==> src/gen_pulse_pkg.sv <==
// ----------------------------------------------------------
// Shared widths, MIDI codes, bundle types and constant tables
// for the MIDI-driven pulse generator. Import where needed.
// ----------------------------------------------------------
`default_nettype none

package gen_pulse_pkg;

    localparam int SAMPLE_W   = 18;
    localparam int NOTE_W     = 7;
    localparam int VEL_W      = 7;
    localparam int DIV_W      = 24;
    localparam int COEF_NUM   = 6;
    localparam int IDX_W      = 3;
    localparam int PC_W       = 5;
    localparam int MIDI_CMD_W = 3;

    localparam logic [MIDI_CMD_W-1:0] MIDI_NOTE_OFF = 3'd0;
    localparam logic [MIDI_CMD_W-1:0] MIDI_NOTE_ON  = 3'd1;

    // Velocity to amplitude scaling
    localparam int AMP_SHIFT = 9;

    // Divisor table covers the top octave only
    localparam int BASE_NOTE    = 116;
    localparam int OCTAVE       = 12;
    localparam int BASE_DIV_NUM = 12;

    typedef logic signed [SAMPLE_W-1:0] sample_t;

    typedef struct packed {
        logic [MIDI_CMD_W-1:0] cmd;
        logic [NOTE_W-1:0]     data0;
        logic [VEL_W-1:0]      data1;
    } midi_msg_t;

    typedef struct packed {
        logic              active;
        logic [NOTE_W-1:0] note;
        sample_t           amplitude;
    } note_state_t;

    typedef struct packed {
        logic mul_issue;
        logic out_pos;
        logic out_neg;
        logic clr_note_changed;
        logic clr_period_event;
    } seq_tasks_t;

    typedef struct packed {
        logic    valid;
        sample_t value;
    } out_sample_t;

    // Ramp shape in Q2.16: 0, 1/2, 3/4, 7/8, 15/16, 1
    localparam logic [SAMPLE_W-1:0] COEF_TABLE [COEF_NUM] = '{
        18'h00000, 18'h08000, 18'h0c000, 18'h0e000, 18'h0f000, 18'h10000
    };

    // Notes 116 to 127
    localparam logic [DIV_W-1:0] BASE_DIV [BASE_DIV_NUM] = '{
        24'h001d64, 24'h001bbe, 24'h001a2f, 24'h0018b7,
        24'h001754, 24'h001605, 24'h0014c9, 24'h00139e,
        24'h001284, 24'h00117a, 24'h00107f, 24'h000f92
    };

endpackage

`default_nettype wire

==> src/pulse_note_tracker.sv <==
// ----------------------------------------------------------
// Turns MIDI note-on and note-off strobes into the current
// note state, plus a flag the sequencer clears once seen.
// ----------------------------------------------------------
`timescale 1ns/100ps
`default_nettype none

module pulse_note_tracker (
    input  wire                        clk,
    input  wire                        reset,
    input  wire                        i_midi_valid,
    input  gen_pulse_pkg::midi_msg_t   i_midi,
    input  wire                        i_clr_changed,
    output gen_pulse_pkg::note_state_t o_note,
    output logic                       o_changed
);

    import gen_pulse_pkg::*;

    logic note_on_ev;
    logic note_off_ev;

    assign note_on_ev  = i_midi_valid && (i_midi.cmd == MIDI_NOTE_ON);
    assign note_off_ev = i_midi_valid && (i_midi.cmd == MIDI_NOTE_OFF);

    always_ff @(posedge clk or posedge reset) begin
        if (reset) begin
            o_note <= '0;
        end
        else if (note_on_ev) begin
            o_note.active    <= 1'b1;
            o_note.note      <= i_midi.data0;
            o_note.amplitude <= SAMPLE_W'(i_midi.data1) << AMP_SHIFT;
        end
        else if (note_off_ev) begin
            // Note number kept so the period stays defined
            o_note.active    <= 1'b0;
            o_note.amplitude <= '0;
        end
    end

    // New event wins over a clear in the same cycle
    always_ff @(posedge clk or posedge reset) begin
        if (reset) begin
            o_changed <= 1'b0;
        end
        else if (note_on_ev || note_off_ev) begin
            o_changed <= 1'b1;
        end
        else if (i_clr_changed) begin
            o_changed <= 1'b0;
        end
    end

endmodule

`default_nettype wire

==> src/pulse_period_timer.sv <==
// ----------------------------------------------------------
// Per-note period counter. Raises a sticky event each time
// the count reaches the note's divisor; the sequencer uses it
// to end the hold segments and clears it afterwards.
// ----------------------------------------------------------
`timescale 1ns/100ps
`default_nettype none

module pulse_period_timer (
    input  wire                        clk,
    input  wire                        reset,
    input  gen_pulse_pkg::note_state_t i_note,
    input  wire                        i_clr_event,
    output logic                       o_event
);

    import gen_pulse_pkg::*;

    // Octave folding into the table, then one doubling per octave
    function automatic logic [DIV_W-1:0] note_divisor(input logic [NOTE_W-1:0] note);
        logic [NOTE_W-1:0] n;
        logic [3:0]        oct;
        logic [3:0]        slot;
        n   = note;
        oct = '0;
        for (int k = 0; k < 11; k++) begin
            if (n < NOTE_W'(BASE_NOTE)) begin
                n   = n + NOTE_W'(OCTAVE);
                oct = oct + 4'd1;
            end
        end
        slot = 4'(n - NOTE_W'(BASE_NOTE));
        return BASE_DIV[slot] << oct;
    endfunction

    logic [DIV_W-1:0] div;
    logic [DIV_W-1:0] cnt;

    assign div = note_divisor(i_note.note);

    always_ff @(posedge clk or posedge reset) begin
        if (reset) begin
            cnt <= '0;
        end
        else if (!i_note.active || (cnt >= div)) begin
            cnt <= '0;
        end
        else begin
            cnt <= cnt + 1'b1;
        end
    end

    always_ff @(posedge clk or posedge reset) begin
        if (reset) begin
            o_event <= 1'b0;
        end
        else if (i_note.active && (cnt == div)) begin
            o_event <= 1'b1;
        end
        else if (i_clr_event) begin
            o_event <= 1'b0;
        end
    end

endmodule

`default_nettype wire

==> src/pulse_sequencer.sv <==
// ----------------------------------------------------------
// Microsequencer for the trapezoid wave. A fixed 21-step
// program drives the index register and issues the task
// flags for the edge store and the two flag owners.
// ----------------------------------------------------------
`timescale 1ns/100ps
`default_nettype none

module pulse_sequencer (
    input  wire                               clk,
    input  wire                               reset,
    input  wire                               i_sample_trig,
    input  wire                               i_note_changed,
    input  wire                               i_period_event,
    output gen_pulse_pkg::seq_tasks_t         o_tasks,
    output logic [gen_pulse_pkg::IDX_W-1:0]   o_index
);

    import gen_pulse_pkg::*;

    localparam logic [IDX_W-1:0] IDX_LAST = IDX_W'(COEF_NUM - 1);

    // Flags used only inside the sequencer
    typedef struct packed {
        logic clr_i;
        logic inc_i;
        logic dec_i;
        logic jp_0;
        logic jp_2;
        logic jp_up2;
        logic rep_coef;
        logic wait_trig;
    } ctrl_t;

    logic [PC_W-1:0]  pc;
    logic [IDX_W-1:0] rep_cnt;
    logic [IDX_W-1:0] rep_max;
    logic             rep_busy;
    ctrl_t            ctrl;

    // ------------------------------------------------------
    // Program
    // ------------------------------------------------------
    always_comb begin
        ctrl    = '0;
        o_tasks = '0;
        case (pc)
            // Period start, recompute only on a note change
            5'd0: begin
                ctrl.clr_i = 1'b1;
                if (i_note_changed) begin
                    o_tasks.clr_note_changed = 1'b1;
                end
                else begin
                    ctrl.jp_2 = 1'b1;
                end
            end
            5'd1: begin
                ctrl.rep_coef     = 1'b1;
                o_tasks.mul_issue = 1'b1;
                if (o_index != IDX_LAST) begin
                    ctrl.inc_i = 1'b1;
                end
                else begin
                    ctrl.clr_i = 1'b1;
                end
            end
            // Rise
            5'd2:  ctrl.wait_trig = 1'b1;
            5'd3:  o_tasks.out_pos = 1'b1;
            5'd4: begin
                if (o_index != IDX_LAST) begin
                    ctrl.inc_i  = 1'b1;
                    ctrl.jp_up2 = 1'b1;
                end
            end
            // Hold
            5'd5:  ctrl.wait_trig = 1'b1;
            5'd6:  o_tasks.out_pos = 1'b1;
            5'd7: begin
                if (!i_period_event) begin
                    ctrl.jp_up2 = 1'b1;
                end
                else begin
                    o_tasks.clr_period_event = 1'b1;
                end
            end
            // Fall back to zero
            5'd8:  ctrl.wait_trig = 1'b1;
            5'd9:  o_tasks.out_pos = 1'b1;
            5'd10: begin
                ctrl.inc_i  = (o_index == '0);
                ctrl.dec_i  = (o_index != '0);
                ctrl.jp_up2 = (o_index != '0);
            end
            // Negative rise
            5'd11: ctrl.wait_trig = 1'b1;
            5'd12: o_tasks.out_neg = 1'b1;
            5'd13: begin
                if (o_index != IDX_LAST) begin
                    ctrl.inc_i  = 1'b1;
                    ctrl.jp_up2 = 1'b1;
                end
            end
            // Negative hold
            5'd14: ctrl.wait_trig = 1'b1;
            5'd15: o_tasks.out_neg = 1'b1;
            5'd16: begin
                if (!i_period_event) begin
                    ctrl.jp_up2 = 1'b1;
                end
                else begin
                    o_tasks.clr_period_event = 1'b1;
                end
            end
            // Negative fall, stops short of zero
            5'd17: ctrl.wait_trig = 1'b1;
            5'd18: o_tasks.out_neg = 1'b1;
            5'd19: begin
                if (o_index != IDX_W'(1)) begin
                    ctrl.dec_i  = 1'b1;
                    ctrl.jp_up2 = 1'b1;
                end
            end
            default: ctrl.jp_0 = 1'b1;
        endcase
    end

    // ------------------------------------------------------
    // Program counter and repeat counter
    // ------------------------------------------------------
    assign rep_max  = ctrl.rep_coef ? IDX_LAST : '0;
    assign rep_busy = (rep_cnt != rep_max);

    always_ff @(posedge clk or posedge reset) begin
        if (reset) begin
            pc <= '0;
        end
        else if (ctrl.jp_0) begin
            pc <= '0;
        end
        else if (ctrl.jp_2) begin
            pc <= PC_W'(2);
        end
        else if (ctrl.jp_up2) begin
            pc <= pc - PC_W'(2);
        end
        else if (!((ctrl.wait_trig && !i_sample_trig) || (ctrl.rep_coef && rep_busy))) begin
            pc <= pc + PC_W'(1);
        end
    end

    always_ff @(posedge clk or posedge reset) begin
        if (reset) begin
            rep_cnt <= '0;
        end
        else if (rep_busy) begin
            rep_cnt <= rep_cnt + 1'b1;
        end
        else begin
            rep_cnt <= '0;
        end
    end

    // Index register
    always_ff @(posedge clk or posedge reset) begin
        if (reset) begin
            o_index <= '0;
        end
        else if (ctrl.clr_i) begin
            o_index <= '0;
        end
        else if (ctrl.inc_i) begin
            o_index <= o_index + 1'b1;
        end
        else if (ctrl.dec_i) begin
            o_index <= o_index - 1'b1;
        end
    end

endmodule

`default_nettype wire

==> src/pulse_edge_store.sv <==
// ----------------------------------------------------------
// Scales the ramp coefficients by the note amplitude through
// a pipelined multiply, keeps the results in a small sample
// array and drives the signed output sample register.
// ----------------------------------------------------------
`timescale 1ns/100ps
`default_nettype none

module pulse_edge_store #(
    parameter int MUL_STAGES = 3
) (
    input  wire                             clk,
    input  wire                             reset,
    input  gen_pulse_pkg::seq_tasks_t       i_tasks,
    input  wire [gen_pulse_pkg::IDX_W-1:0]  i_index,
    input  gen_pulse_pkg::sample_t          i_amplitude,
    output gen_pulse_pkg::out_sample_t      o_sample
);

    import gen_pulse_pkg::*;

    localparam int PROD_W = 2 * SAMPLE_W;
    localparam int FRAC_W = 16;

    typedef struct packed {
        logic [IDX_W-1:0]  idx;
        logic [PROD_W-1:0] prod;
    } mul_word_t;

    logic signed [SAMPLE_W-1:0] coef;
    logic signed [PROD_W-1:0]   mul_prod;
    logic [MUL_STAGES-1:0]      pipe_vld;
    mul_word_t                  pipe [MUL_STAGES];
    sample_t                    smpl_arr [COEF_NUM];
    sample_t                    sel;

    assign coef     = $signed(COEF_TABLE[i_index]);
    assign mul_prod = coef * i_amplitude;

    // ------------------------------------------------------
    // Multiply pipeline
    // ------------------------------------------------------
    always_ff @(posedge clk or posedge reset) begin
        if (reset) begin
            pipe_vld <= '0;
        end
        else begin
            pipe_vld[0] <= i_tasks.mul_issue;
            for (int s = 1; s < MUL_STAGES; s++) begin
                pipe_vld[s] <= pipe_vld[s-1];
            end
        end
    end

    always_ff @(posedge clk) begin
        pipe[0].idx  <= i_index;
        pipe[0].prod <= mul_prod;
        for (int s = 1; s < MUL_STAGES; s++) begin
            pipe[s] <= pipe[s-1];
        end
    end

    // Silent until the first note has been computed
    always_ff @(posedge clk or posedge reset) begin
        if (reset) begin
            for (int k = 0; k < COEF_NUM; k++) begin
                smpl_arr[k] <= '0;
            end
        end
        else if (pipe_vld[MUL_STAGES-1]) begin
            smpl_arr[pipe[MUL_STAGES-1].idx] <= pipe[MUL_STAGES-1].prod[FRAC_W +: SAMPLE_W];
        end
    end

    // ------------------------------------------------------
    // Output register
    // ------------------------------------------------------
    assign sel = smpl_arr[i_index];

    always_ff @(posedge clk or posedge reset) begin
        if (reset) begin
            o_sample <= '0;
        end
        else if (i_tasks.out_pos) begin
            o_sample.valid <= 1'b1;
            o_sample.value <= sel;
        end
        else if (i_tasks.out_neg) begin
            o_sample.valid <= 1'b1;
            o_sample.value <= -sel;
        end
        else begin
            o_sample <= '0;
        end
    end

endmodule

`default_nettype wire

==> src/gen_pulse.sv <==
// ----------------------------------------------------------
// MIDI pulse generator top level. One mono sample comes out
// for each sample trigger the sequencer accepts.
// ----------------------------------------------------------
`timescale 1ns/100ps
`default_nettype none

module gen_pulse #(
    parameter int MUL_STAGES = 3
) (
    input  wire                         clk,
    input  wire                         reset,
    input  wire                         i_midi_valid,
    input  gen_pulse_pkg::midi_msg_t    i_midi,
    input  wire                         i_sample_trig,
    output gen_pulse_pkg::out_sample_t  o_sample
);

    import gen_pulse_pkg::*;

    note_state_t      note;
    logic             note_changed;
    logic             period_event;
    seq_tasks_t       tasks;
    logic [IDX_W-1:0] index;

    pulse_note_tracker u_note_tracker (
        .clk           (clk),
        .reset         (reset),
        .i_midi_valid  (i_midi_valid),
        .i_midi        (i_midi),
        .i_clr_changed (tasks.clr_note_changed),
        .o_note        (note),
        .o_changed     (note_changed)
    );

    pulse_period_timer u_period_timer (
        .clk         (clk),
        .reset       (reset),
        .i_note      (note),
        .i_clr_event (tasks.clr_period_event),
        .o_event     (period_event)
    );

    pulse_sequencer u_sequencer (
        .clk            (clk),
        .reset          (reset),
        .i_sample_trig  (i_sample_trig),
        .i_note_changed (note_changed),
        .i_period_event (period_event),
        .o_tasks        (tasks),
        .o_index        (index)
    );

    pulse_edge_store #(
        .MUL_STAGES (MUL_STAGES)
    ) u_edge_store (
        .clk         (clk),
        .reset       (reset),
        .i_tasks     (tasks),
        .i_index     (index),
        .i_amplitude (note.amplitude),
        .o_sample    (o_sample)
    );

endmodule

`default_nettype wire

==> config.mk <==
export PLATFORM = sky130hd
export DESIGN_NAME = gen_pulse
export DESIGN_NICKNAME = d
export VERILOG_FILES = /design/src/gen_pulse_pkg.sv /design/src/pulse_note_tracker.sv /design/src/pulse_period_timer.sv /design/src/pulse_sequencer.sv /design/src/pulse_edge_store.sv /design/src/gen_pulse.sv
export SDC_FILE = /design/constraint.sdc
export NUM_CORES = 1
export LEC_CHECK = 0
export ABC_CLOCK_PERIOD_IN_PS = 10000
export BUFFER_PORTS_ARGS = -buffer_cell sky130_fd_sc_hd__buf_2
export CORE_MARGIN = 3
export CORE_UTILIZATION = 24
export DETAILED_ROUTE_END_ITERATION = 12
export PLACE_DENSITY = 0.37
export SLEW_MARGIN = 20
export SYNTH_ARGS = -nofsm -noshare
export SYNTH_HDL_FRONTEND = slang
export SYNTH_SLANG_ARGS = --single-unit
==> constraint.sdc <==
create_clock -name clk -period 10 [get_ports clk]
set_clock_uncertainty 0.2 [all_clocks]
set_input_delay 2 -clock clk [delete_from_list [all_inputs] [get_ports clk]]
set_output_delay 2 -clock clk [all_outputs]
set_load 0.03 [all_outputs]
==> out/metrics.yaml <==
floorplan:
  rows: 83
  die_area_mm2: 0.05504
  core_mm2: 0.05151
  start_util: 0.2435
  top_level_ports: 40
  die_w_um: 234.6
  die_y_um: 234.6
grt:
  grt_use_met3: 0.01784
  grt_max_degree: 78
  antenna_found_initial: 0
  globalRoute.busiestLayer: "met2"
  grt_pass1_vias: 9640
  grt_pass1_wl_um: 53140
  overflow: 0
  grt_use_total: 0.1182
  grtUsageMet1: 0.1497
  grt_use_met2: 0.2080
routing:
  avgRoutedWirePerCell_um: 15.99
  drc: 0
  viasPerCell: 4.634
  drtIter0Drc: 381
  wl_um: 32050
  dr_total_vias: 9286
  antenna_left: 0
  drtPass1Iterations: 5
yosys:
  synth_area_mm2: 0.01254
  ys_ff_latch: 195
  synth_edf_count: 0
  synth_top_area_cell: "dfrtp_1"
  synthDistinctLibCells: 88
  synth_area_leaders: "dfrtp_1 (29%), mux2_2 (9.3%), ha_1 (9.1%), dfxtp_1 (7.7%), nand2_1 (3.4%)"
  synth_flop_cell: "dfrtp_1"
  synth_most_common_cell: "dfrtp_1"
  postSynthCellCount: 1263
  async_reset_ff_frac: 0.7538
  synth-seq-area-share: 0.3699
  synth_common_cells: "dfrtp_1 (147), nand2_1 (114), mux2_2 (104), ha_1 (91), nor2_1 (91)"
  avgSynthCellArea_um2: 9.930
  yosys_warnings: 0
  synth.top_cell.area_share: 0.2933
place:
  portBuffers: 34
  gp_congestion: 0.7994
  placed_area_mm2: 0.01369
  dp_hpwl_um: 23120
min_path:
  min_path_cells: 0
  hp-start: "u_edge_store.pipe[0][63]"
  hold_path_class: "register to register"
  min_to: "u_edge_store.pipe[0][102]"
setup_path:
  cp-end-kind: "register"
  worstSetupPathType: "register to register"
  startpoint_type: "register"
  arrival_ps: 9520
  r2r_slack_ps: 660
  cp_slowest_cell: "or4b_4"
  reg2reg_to: "u_period_timer.cnt[16]"
  cp_data_required_time_ps: 10180
  r2r_cells: 45
  cp_common_cell: "ha_1"
  r2r_start: "u_note_tracker.o_note[20]"
  cp_max_fo: 24
  worstSetupStartpoint: "u_note_tracker.o_note[20]"
  slowest_delay_ps: 490
cells_and_area:
  n_fill_cell: 5484
  regArea_mm2: 0.004641
  stdcell_area_mm2: 0.01455
  drive_gt1_frac: 0.2175
  area_delta_synth_final_pct: 16.00
  multi_input_area_mm2: 0.007589
  antenna_cells: 0
  utilization: 0.2825
  final_nets: 1441
timing:
  setup_viol: 0
  fin_setup_tns_ps: 0
  relSlewSlack: 0.3068
  finalHoldViolCount: 0
  slew_viol_final: 0
  rsz0062_at_grt: "false"
  period_needed_ps: 9342
  fmax_mhz: 107.0
  tightest_slew_ps: 1034
  fin_crit_sh: 0.9342
cts:
  clock-root-buffer: "clkbuf_16"
  h-tree-depth: 4
  cts.sinks: 195
  ctsLongestPathBuffers: 2
  tritoncts: "built"
  cts.clk_slew.worst_paths_ps: 80
  clock_latency_ps: 450
  cts_buffers: 17
outcome:
  status: "completed"
job:
  max_cap_viol_count: 0
-- metrics by stage --
stage          cells  setup slack (ps)  hold WS [ps]
2_1_floorplan   1267             29.67         109.6
3_3_place_gp    1960             230.4         111.1
3_5_place_dp    1960             44.37         112.1
4_1_cts         1992             19.37         123.7
5_1_grt         2004             36.15         122.6
6_report        2004             658.3         122.9
-- final cells by class --
| cell class | instances | area share |
|---|---|---|
| Clock buffer | 19 | 0.03122 |
| Clock inverter | 13 | 0.01109 |
| Inverter | 63 | 0.01668 |
| Multi-Input combinational cell | 944 | 0.5216 |
| Sequential cell | 195 | 0.3190 |
| Tap cell | 680 | 0.05848 |
| Timing Repair Buffer | 90 | 0.04197 |
-- worst max path at each step --
stage / end / slack [ps]
2_1_floorplan: u_period_timer.cnt[19] / 30
3_3_place_gp: u_period_timer.cnt[17] / 230
3_5_place_dp: u_period_timer.cnt[6] / 40
4_1_cts: u_period_timer.cnt[8] / 20
5_1_grt: u_period_timer.cnt[19] / 40
6_report: u_period_timer.cnt[16] / 660
-- sequential cells by signal, indices dropped and copies added, names as in the netlist, 3 cells and up --
| signal | flops |
|---|---|
| u_edge_store.smpl_arr | 78 |
| u_edge_store.pipe | 48 |
| u_period_timer.cnt | 24 |
| u_note_tracker.o_note | 15 |
| u_edge_store.o_sample | 14 |
| u_sequencer.pc | 5 |
| u_edge_store.pipe_vld | 3 |
| u_sequencer.o_index | 3 |
| u_sequencer.rep_cnt | 3 |
-- critical path, delay by kind of cell (launching register included) --
family	cells	cell delay, ps
compound gates	11	1940
buf+inv	3	380
fa+ha+maj	11	2920
flops	1	370
simple gates	15	2190
mux	4	1040
xor+xnor	1	200
-- what timing repair did --
action / 4_1_cts / 5_1_grt
setup buffers: 0 / 12
hold buffers: 0 / 0
gates resized for setup: 1 / 30
pin swaps: 0 / 12
endpoints found under the setup margin: 6 / 25
-- metal layers --
layer,vias up,wire (um)
met2,84,16200
met1,4566,14840
met3,25,530
met5,-,0
met4,0,481
li1,4611,-
-- layout by cell type (no fill, tap or decap), types with 10 or more instances in the layout --
cell and n:
inv_1 59, buf_4 53, mux2_2 104, mux2i_1 33, and2_1 15, clkbuf_16 18
nand2_1 113, nand3_1 39, a22oi_1 13, nand2b_1 15, nor2_1 90, nor3_1 20
a21oi_1 48, xor2_1 26, buf_2 34, a31oi_1 11, fa_1 18, a21o_1 15
and3_1 26, xnor2_1 24, ha_1 85, nand4_1 15, dfxtp_1 48, o22ai_1 14
a211oi_1 10, o21ai_0 38, mux4_2 14, nor2b_1 15, dfrtp_1 146
-- cells by family after synthesis --
group | Yosys count | synth area share
AO/OA/AOI/OAI | 235 | 0.1294
buffers and inverters | 128 | 0.04369
multiplexers | 153 | 0.1464
adder cells (fa/ha/maj) | 109 | 0.1195
XOR/XNOR | 55 | 0.04130
AND/OR/NAND/NOR | 387 | 0.1494
other | 1 | 0.0002990
flip-flops | 195 | 0.3699
Power is left out: the tool's default activity adds up to more than one toggle a clock period on the data nets, which glitch-free logic cannot reach.
